File: config.mk
export PLATFORM = sky130hd
export DESIGN_NAME = edp
export DESIGN_NICKNAME = d
export VERILOG_FILES = /design/src/edpPkg.sv /design/src/adder36.sv /design/src/aluSlice.sv /design/src/carryLookahead.sv /design/src/edp.sv /design/src/fastMem.sv
export SDC_FILE = /design/constraint.sdc
export NUM_CORES = 2
export LEC_CHECK = 0
export BUFFER_PORTS_ARGS = -buffer_cell sky130_fd_sc_hd__buf_2
export CAP_MARGIN = 10
export CORE_UTILIZATION = 55
export DETAILED_ROUTE_END_ITERATION = 6
export PLACE_DENSITY = 0.81
export SLEW_MARGIN = 10
export SYNTH_ARGS = -nofsm -noshare
export SYNTH_HDL_FRONTEND = slang
export SYNTH_HIERARCHICAL = 1
export SYNTH_SLANG_ARGS = --single-unit
export TNS_END_PERCENT = 50
File: constraint.sdc
create_clock -name eboxClk -period 8.02 [get_ports eboxClk]
set_input_delay 1.203 -clock eboxClk [delete_from_list [all_inputs] [get_ports eboxClk]]
set_output_delay 1.203 -clock eboxClk [all_outputs]
set_load 0.05 [all_outputs]
File: src/edpPkg.sv
/* Shared types for the 36-bit data path. Bit 0 is the most significant bit.
   The microword is a plain per-cycle control word with no handshake. */
`default_nettype none

package edpPkg;

  // Data words use PDP-10 bit numbering
  typedef logic [0:35] pdpWord;
  typedef logic [0:3] nibble;
  typedef logic [0:3] fmAddr;

  // Adder functions, carry-out only defined for add and subtract
  typedef enum logic [2:0] {
    adAdd   = 3'd0,
    adSub   = 3'd1,
    adPassA = 3'd2,
    adPassB = 3'd3,
    adAnd   = 3'd4,
    adOr    = 3'd5,
    adXor   = 3'd6,
    adNotA  = 3'd7
  } adFunc;

  typedef enum logic [1:0] {
    adaAr   = 2'd0,
    adaArx  = 2'd1,
    adaMq   = 2'd2,
    adaZero = 2'd3
  } adaSelect;

  // BR shifted left takes BRX bit 0 into bit 35
  typedef enum logic [1:0] {
    adbFm      = 2'd0,
    adbBr      = 2'd1,
    adbBrShift = 2'd2,
    adbArx     = 2'd3
  } adbSelect;

  typedef enum logic [1:0] {
    arAd    = 2'd0,
    arCache = 2'd1,
    arEbus  = 2'd2,
    arShift = 2'd3
  } arSelect;

  typedef enum logic [1:0] {
    mqHold = 2'd0,
    mqLoad = 2'd1,
    mqShl  = 2'd2,
    mqAsr  = 2'd3
  } mqFunc;

  typedef enum logic [2:0] {
    ebusAr   = 3'd0,
    ebusBr   = 3'd1,
    ebusMq   = 3'd2,
    ebusFm   = 3'd3,
    ebusBrx  = 3'd4,
    ebusArx  = 3'd5,
    ebusAd   = 3'd6,
    ebusZero = 3'd7
  } ebusSelect;

  // One microword per eboxClk cycle, 28 bits
  typedef struct packed {
    adFunc     adFn;
    adaSelect  adaSel;
    adbSelect  adbSel;
    logic      carryIn;
    arSelect   arSel;
    logic      arLoad;
    logic      arxFromCache;
    logic      arxLoad;
    logic      brLoad;
    logic      brxLoad;
    mqFunc     mqFn;
    fmAddr     fmAdr;
    logic      fmWriteLeft;
    logic      fmWriteRight;
    ebusSelect ebusSel;
    logic      ebusDriveLeft;
    logic      ebusDriveRight;
  } microWord;

endpackage

`default_nettype wire

File: src/adder36.sv
/* 36-bit AD adder, nine slices under two levels of look-ahead. cout is the
   carry out of bit 0 and reads zero for every logic function. */
`default_nettype none

module adder36 import edpPkg::*; (
  input  wire adFunc  fn,
  input  wire pdpWord a,
  input  wire pdpWord b,
  input  wire         cin,
  output pdpWord      sum,
  output logic        cout
);

  logic [0:8] sliceGen;
  logic [0:8] sliceProp;
  logic [0:8] sliceCin;
  logic [0:2] blockGen;
  logic [0:2] blockProp;
  logic [0:3] topCarries;

  // Slice 0 holds bits 0..3, slice 8 holds bits 32..35
  for (genvar s = 0; s < 9; s++) begin : gSlice
    aluSlice uSlice (
      .fn(fn),
      .a(a[4*s +: 4]),
      .b(b[4*s +: 4]),
      .cin(sliceCin[s]),
      .f(sum[4*s +: 4]),
      .groupGen(sliceGen[s]),
      .groupProp(sliceProp[s])
    );
  end

  // Three slices per lower unit in groups 1..3
  for (genvar k = 0; k < 3; k++) begin : gBlock
    logic [0:3] carries;
    // Top group passes the slice terms straight through
    carryLookahead uLower (
      .gen({1'b0, sliceGen[3*k +: 3]}),
      .prop({1'b1, sliceProp[3*k +: 3]}),
      .cin(topCarries[k+1]),
      .carries(carries),
      .blockGen(blockGen[k]),
      .blockProp(blockProp[k])
    );
    assign sliceCin[3*k +: 3] = carries[1:3];
  end

  // Upper unit, carry into its idle group 0 is the carry out of bit 0
  carryLookahead uUpper (
    .gen({1'b0, blockGen}),
    .prop({1'b0, blockProp}),
    .cin(cin),
    .carries(topCarries),
    .blockGen(),
    .blockProp()
  );

  assign cout = ((fn == adAdd) || (fn == adSub)) ? topCarries[0] : 1'b0;

endmodule

`default_nettype wire

File: src/aluSlice.sv
/* 4-bit function slice in the style of a 10181. Generate and propagate are
   zero for the logic functions, so look-ahead carries only affect arithmetic. */
`default_nettype none

module aluSlice import edpPkg::*; (
  input  wire adFunc fn,
  input  wire nibble a,
  input  wire nibble b,
  input  wire        cin,
  output nibble      f,
  output logic       groupGen,
  output logic       groupProp
);

  nibble bx;
  nibble gBit;
  nibble pBit;
  nibble sum;
  logic  arith;

  assign arith = (fn == adAdd) || (fn == adSub);

  // Subtract is A plus not B plus carry-in
  assign bx = (fn == adSub) ? ~b : b;
  assign gBit = a & bx;
  assign pBit = a | bx;

  // Ripple within the slice, bit 3 is the least significant
  always_comb begin
    logic c;
    c = cin;
    for (int i = 3; i >= 0; i--) begin
      sum[i] = a[i] ^ bx[i] ^ c;
      c = gBit[i] | (pBit[i] & c);
    end
  end

  assign groupGen = arith & (gBit[0]
                             | (pBit[0] & gBit[1])
                             | (pBit[0] & pBit[1] & gBit[2])
                             | (pBit[0] & pBit[1] & pBit[2] & gBit[3]));
  assign groupProp = arith & (&pBit);

  always_comb begin
    case (fn)
      adAdd,
      adSub:   f = sum;
      adPassA: f = a;
      adPassB: f = b;
      adAnd:   f = a & b;
      adOr:    f = a | b;
      adXor:   f = a ^ b;
      adNotA:  f = ~a;
      default: f = '0;
    endcase
  end

  // Function select must never float while the slice is in use
  fnKnown: assert property (@(fn) !$isunknown(fn))
    else $error("aluSlice function select is unknown");

endmodule

`default_nettype wire

File: src/carryLookahead.sv
/* Four-group carry look-ahead in the style of a 10179. Group 0 is the most
   significant; cin enters group 3. */
`default_nettype none

module carryLookahead (
  input  wire [0:3]  gen,
  input  wire [0:3]  prop,
  input  wire        cin,
  output logic [0:3] carries,
  output logic       blockGen,
  output logic       blockProp
);

  // Carry into each group
  assign carries[3] = cin;
  assign carries[2] = gen[3] | (prop[3] & cin);
  assign carries[1] = gen[2]
                      | (prop[2] & gen[3])
                      | (prop[2] & prop[3] & cin);
  assign carries[0] = gen[1]
                      | (prop[1] & gen[2])
                      | (prop[1] & prop[2] & gen[3])
                      | (prop[1] & prop[2] & prop[3] & cin);

  // Block terms for the next look-ahead level
  assign blockGen = gen[0]
                    | (prop[0] & gen[1])
                    | (prop[0] & prop[1] & gen[2])
                    | (prop[0] & prop[1] & prop[2] & gen[3]);
  assign blockProp = &prop;

endmodule

`default_nettype wire

File: src/edp.sv
/* Reduced EBOX data path. One microword executes every cycle; AD and FM are
   combinational, registers and the EBUS output load at the closing edge. */
`default_nettype none

module edp import edpPkg::*; #(
  parameter int fmBlockBits = 1
) (
  input  wire                   eboxClk,
  input  wire                   rstN,
  input  wire microWord         ctrl,
  input  wire [0:fmBlockBits-1] fmBlock,
  input  wire pdpWord           cacheDataRead,
  input  wire pdpWord           ebusIn,
  input  wire pdpWord           shiftData,
  output pdpWord                ad,
  output logic                  adCarry,
  output pdpWord                ar,
  output pdpWord                arx,
  output pdpWord                br,
  output pdpWord                brx,
  output pdpWord                mq,
  output pdpWord                fm,
  output logic                  fmParity,
  output pdpWord                ebusOut,
  output logic                  ebusDriving
);

  pdpWord ada;
  pdpWord adb;
  pdpWord arNext;
  pdpWord arxNext;
  pdpWord mqNext;
  pdpWord ebusSrc;

  // A operand
  always_comb begin
    case (ctrl.adaSel)
      adaAr:   ada = ar;
      adaArx:  ada = arx;
      adaMq:   ada = mq;
      default: ada = '0;
    endcase
  end

  // B operand, the shifted BR picks up BRX bit 0
  always_comb begin
    case (ctrl.adbSel)
      adbFm:      adb = fm;
      adbBr:      adb = br;
      adbBrShift: adb = {br[1:35], brx[0]};
      default:    adb = arx;
    endcase
  end

  adder36 uAdder (
    .fn(ctrl.adFn),
    .a(ada),
    .b(adb),
    .cin(ctrl.carryIn),
    .sum(ad),
    .cout(adCarry)
  );

  fastMem #(
    .fmBlockBits(fmBlockBits)
  ) uFastMem (
    .eboxClk(eboxClk),
    .adr({fmBlock, ctrl.fmAdr}),
    .wdata(ar),
    .writeLeft(ctrl.fmWriteLeft),
    .writeRight(ctrl.fmWriteRight),
    .rdata(fm)
  );

  assign fmParity = ^fm;

  always_comb begin
    case (ctrl.arSel)
      arAd:    arNext = ad;
      arCache: arNext = cacheDataRead;
      arEbus:  arNext = ebusIn;
      default: arNext = shiftData;
    endcase
  end

  assign arxNext = ctrl.arxFromCache ? cacheDataRead : ad;

  // MQ shifter, left shift takes the adder carry into bit 35
  always_comb begin
    case (ctrl.mqFn)
      mqHold:  mqNext = mq;
      mqLoad:  mqNext = ad;
      mqShl:   mqNext = {mq[1:35], adCarry};
      default: mqNext = {mq[0], mq[0:34]};
    endcase
  end

  // BR and BRX see the values AR and ARX held before this edge
  always_ff @(posedge eboxClk or negedge rstN) begin
    if (!rstN) begin
      ar  <= '0;
      arx <= '0;
      br  <= '0;
      brx <= '0;
      mq  <= '0;
    end else begin
      if (ctrl.arLoad) begin
        ar <= arNext;
      end
      if (ctrl.arxLoad) begin
        arx <= arxNext;
      end
      if (ctrl.brLoad) begin
        br <= ar;
      end
      if (ctrl.brxLoad) begin
        brx <= arx;
      end
      mq <= mqNext;
    end
  end

  // EBUS source
  always_comb begin
    case (ctrl.ebusSel)
      ebusAr:  ebusSrc = ar;
      ebusBr:  ebusSrc = br;
      ebusMq:  ebusSrc = mq;
      ebusFm:  ebusSrc = fm;
      ebusBrx: ebusSrc = brx;
      ebusArx: ebusSrc = arx;
      ebusAd:  ebusSrc = ad;
      default: ebusSrc = '0;
    endcase
  end

  // Undriven half keeps its last value
  always_ff @(posedge eboxClk or negedge rstN) begin
    if (!rstN) begin
      ebusOut     <= '0;
      ebusDriving <= 1'b0;
    end else begin
      if (ctrl.ebusDriveLeft) begin
        ebusOut[0:17] <= ebusSrc[0:17];
      end
      if (ctrl.ebusDriveRight) begin
        ebusOut[18:35] <= ebusSrc[18:35];
      end
      ebusDriving <= ctrl.ebusDriveLeft | ctrl.ebusDriveRight;
    end
  end

  // Anything put on the bus must be a real value
  ebusKnown: assert property (
    @(posedge eboxClk) disable iff (!rstN) ebusDriving |-> !$isunknown(ebusOut)
  ) else $error("EBUS driven with unknown data");

endmodule

`default_nettype wire

File: src/fastMem.sv
/* Fast-memory accumulator file, 2**(4+fmBlockBits) words. Read is
   combinational; contents are undefined until written. */
`default_nettype none

module fastMem import edpPkg::*; #(
  parameter int fmBlockBits = 1
) (
  input  wire                       eboxClk,
  input  wire [0:fmBlockBits+3]     adr,
  input  wire pdpWord               wdata,
  input  wire                       writeLeft,
  input  wire                       writeRight,
  output pdpWord                    rdata
);

  localparam int depth = 1 << (fmBlockBits + 4);

  pdpWord mem [depth];

  // Halfword writes land independently
  always_ff @(posedge eboxClk) begin
    if (writeLeft) begin
      mem[adr][0:17] <= wdata[0:17];
    end
    if (writeRight) begin
      mem[adr][18:35] <= wdata[18:35];
    end
  end

  assign rdata = mem[adr];

  // A write to an unknown address would corrupt an arbitrary accumulator
  writeAdrKnown: assert property (
    @(posedge eboxClk) (writeLeft || writeRight) |-> !$isunknown(adr)
  ) else $error("fastMem write with unknown address");

endmodule

`default_nettype wire

==> qor.csv <==
stage,metric,value,unit
clock_tree,clk slew on worst S/H paths,70,ps
timing,relative slew slack,0.0945,
global_route,largest net degree at the start of global routing,116,
critical_path,Crit path max-delay family,adder cells,
routing,initial DRC count,6447,
synth,Mapped Avg Cell Area,14.7,um^2
critical_path,crit path kind,in -> out,
routing,drt wl/cell,31.0,um
critical_path,CP Buf/Inv Count,8,
routing,vias,45800,
critical_path,CP max-delay cell,mux4_2,
place,GPL Wtd Cong,0.957,
routing,number of vias per cell,6.74,
critical_path,crit start category,input port,
critical_path,crit path DAT,7120,ps
layout,layout cell share with drive strength beyond 1,0.321,
layout,Area growth syn-to-layout,21.9,%
floorplan,die area,117000,um^2
critical_path,worst setup path start,ctrl[10],
layout,Util after Layout,0.678,
routing,final wirelength,210000,um
floorplan,top-level I/O count,430,
timing,# setup viols final,13,
critical_path,Max stage delay on crit path,520,ps
pwr,Pwr Density,272,nW/um^2
global_route,first-pass GRT wire length,287000,um
place,post-DP HPWL,127000,um
critical_path,Reg-to-Reg Start,uFastMem/mem[17][2],
job,max cap viols,0,
pwr,Leakage,0.0302,uW
timing,Setup Skew,32.4,ps
floorplan,Initial Utilization,0.556,
timing,final worst path period need,8320,ps
timing,Slew @ Worst Pin,1360,ps
clock_tree,Worst-Skew Late Latency,760,ps
critical_path,worst-path maximum fanout,14,
layout,final layout net count,5479,
routing,DRC,19,
floorplan,die width,342,um
clock_tree,CTS tree,done,
critical_path,Crit path depth,27,
pwr,Sw Share,0.341,
pwr,share of power burned in the clock network,0.297,
routing,Antenna Violating Nets Remaining,0,
synth,Cells after Synth,4324,
pwr,maximum vdd ir drop,0.253,mV
timing,"Slew Viols, Final",0,
timing,unrepaired setup endpoints after global routing,yes,
floorplan,num rows,124,
clock_tree,Sink Count,1369,
layout,design area,77700,um^2
routing,DR pass1 iterations,7,
min_path,Hold WC Path Type,in -> async,
floorplan,Core Area,115000,um^2
outcome,failing checks,"DRC, setup timing",
global_route,initial antenna violation count,17,
synth,Synth Warn #,6,
pwr,sequential cell fraction of total power,0.417,
clock_tree,total CTS buffers,134,
pwr,switching power of the nets,7200,uW
critical_path,critical path endpoint category,primary output,
timing,setup TNS,-1590,ps
critical_path,critical register-to-register path endpoint,ar[35],
critical_path,"Req. time, crit path",6820,ps
clock_tree,clk buf depth,3,
place,IO buf count,429,
global_route,GRT Total Usage,0.336,
critical_path,Critical Path End,ad[31],
timing,maximum clock frequency,120,MHz
critical_path,cells on worst reg2reg path,28,
outcome,status,"complete, but fails checks",
place,Place WS,-711,ps
global_route,GRT overflow,0,
timing,period utilization,1.04,
pwr,logic gate share of total power,0.286,
timing,Final Hold Vio Count,0,
critical_path,R2R Setup Slk,1340,ps
clock_tree,CTS H-tree depth,4,
floorplan,Die Ht,342,um
pwr,internal cell power,13900,uW
timing,Final WS setup,-299,ps
synth,synthesized area,63700,um^2
place,post-placement cell area,70400,um^2
global_route,number of global-route vias before repair,43500,
clock_tree,CTS root buf,clkbuf_16,
[state kept, by name, summed over array words and instances, names as in the netlist]
signal	count
uFastMem/mem	1152
ar	36
arx	36
br	36
brx	36
ebusOut	36
mq	36
ebusDriving	1
[placed cells by master, fill, tap and decap left out, types with 18 or more instances in the layout]
| cell | count |
|---|---|
| o21ai_0 | 96 |
| buf_6 | 25 |
| buf_8 | 18 |
| a21oi_1 | 107 |
| o211ai_1 | 22 |
| dfrtp_1 | 217 |
| mux2i_1 | 667 |
| mux2_2 | 114 |
| ha_1 | 133 |
| clkbuf_16 | 149 |
| mux4_2 | 121 |
| buf_4 | 462 |
| o21ai_1 | 72 |
| xnor2_1 | 55 |
| clkinv_1 | 28 |
| buf_2 | 406 |
| edfxtp_1 | 1152 |
| o22ai_2 | 25 |
| buf_12 | 42 |
| a21o_1 | 18 |
| inv_2 | 18 |
| clkbuf_1 | 30 |
| inv_1 | 132 |
| a22oi_1 | 58 |
| nand2_1 | 187 |
| nor2_1 | 108 |
| nor4_2 | 28 |
| a211oi_1 | 23 |
| nor4_1 | 36 |
| nor2_2 | 64 |
| buf_16 | 21 |
| o22ai_1 | 296 |
[per-stage QoR]
stage,total power [uW],cells,hold slack (ps)
2_1_floorplan,12400,4334,744
3_3_place_gp,14300,6436,500
3_5_place_dp,14400,6436,499
4_1_cts,20600,6719,497
5_1_grt,21600,6783,527
6_report,21100,6788,436
[power groups by stage]
stage          Combinational (uW)  Sequential (uW)  Clock [uW]
2_1_floorplan                2470             9890           0
3_3_place_gp                 5370             8910           0
3_5_place_dp                 5510             8920           0
4_1_cts                      5680             8780        6190
5_1_grt                      6280             8820        6510
6_report                     6050             8810        6280
[area by class of cell]
type	instances	area, um^2
sequential	1369	40000
antenna	7	17.5
timing repair buffer	988	7840
clock inverter	64	568
clock buffer	175	3700
inverter	153	582
multi-input combinational	2520	23100
fill	7138	37000
tap	1512	1890
[timing repair]
item / in CTS / in global routing
buffers inserted: 31 / 55
hold buffers: 0 / 0
pin swaps: 26 / 58
gates cloned: 13 / 8
resized for setup: 134 / 224
endpoints found under the setup margin: 22 / 24
[how the worst min path moves through the flow]
stage,slack (ps),from,endpoint,cells past startpoint
floorplan,740,ebusOut[17],ebusOut[17],2
global placement,500,ebusOut[17],ebusOut[17],2
detailed placement,500,ebusOut[17],ebusOut[17],2
CTS,500,rstN,brx[1],1
global route,530,rstN,brx[1],1
finish,440,rstN,mq[2],1
[worst register-to-register path, delay by kind of cell, from the launching register on]
kind | cells | cell delay (ps)
muxes | 5 | 2000
AOI/OAI and AO/OA | 9 | 1460
adders and majority gates | 4 | 1190
and+or+nand+nor | 4 | 680
buffers and inverters | 4 | 590
DFF | 1 | 440
xor gates and xnor gates | 2 | 230
[per-layer routing]
metal | up-vias | routed length [um] | track usage | part of all wire
met1 | 22600 | 71200 | 0.432 | 0.34
li1 | 18400 | - | - | -
met2 | 4024 | 96600 | 0.524 | 0.46
met4 | 8 | 12800 | 0.166 | 0.061
met5 | - | 47 | 0 | 0.00022
met3 | 809 | 29500 | 0.0988 | 0.14
Power figures use the tool's default switching activity.
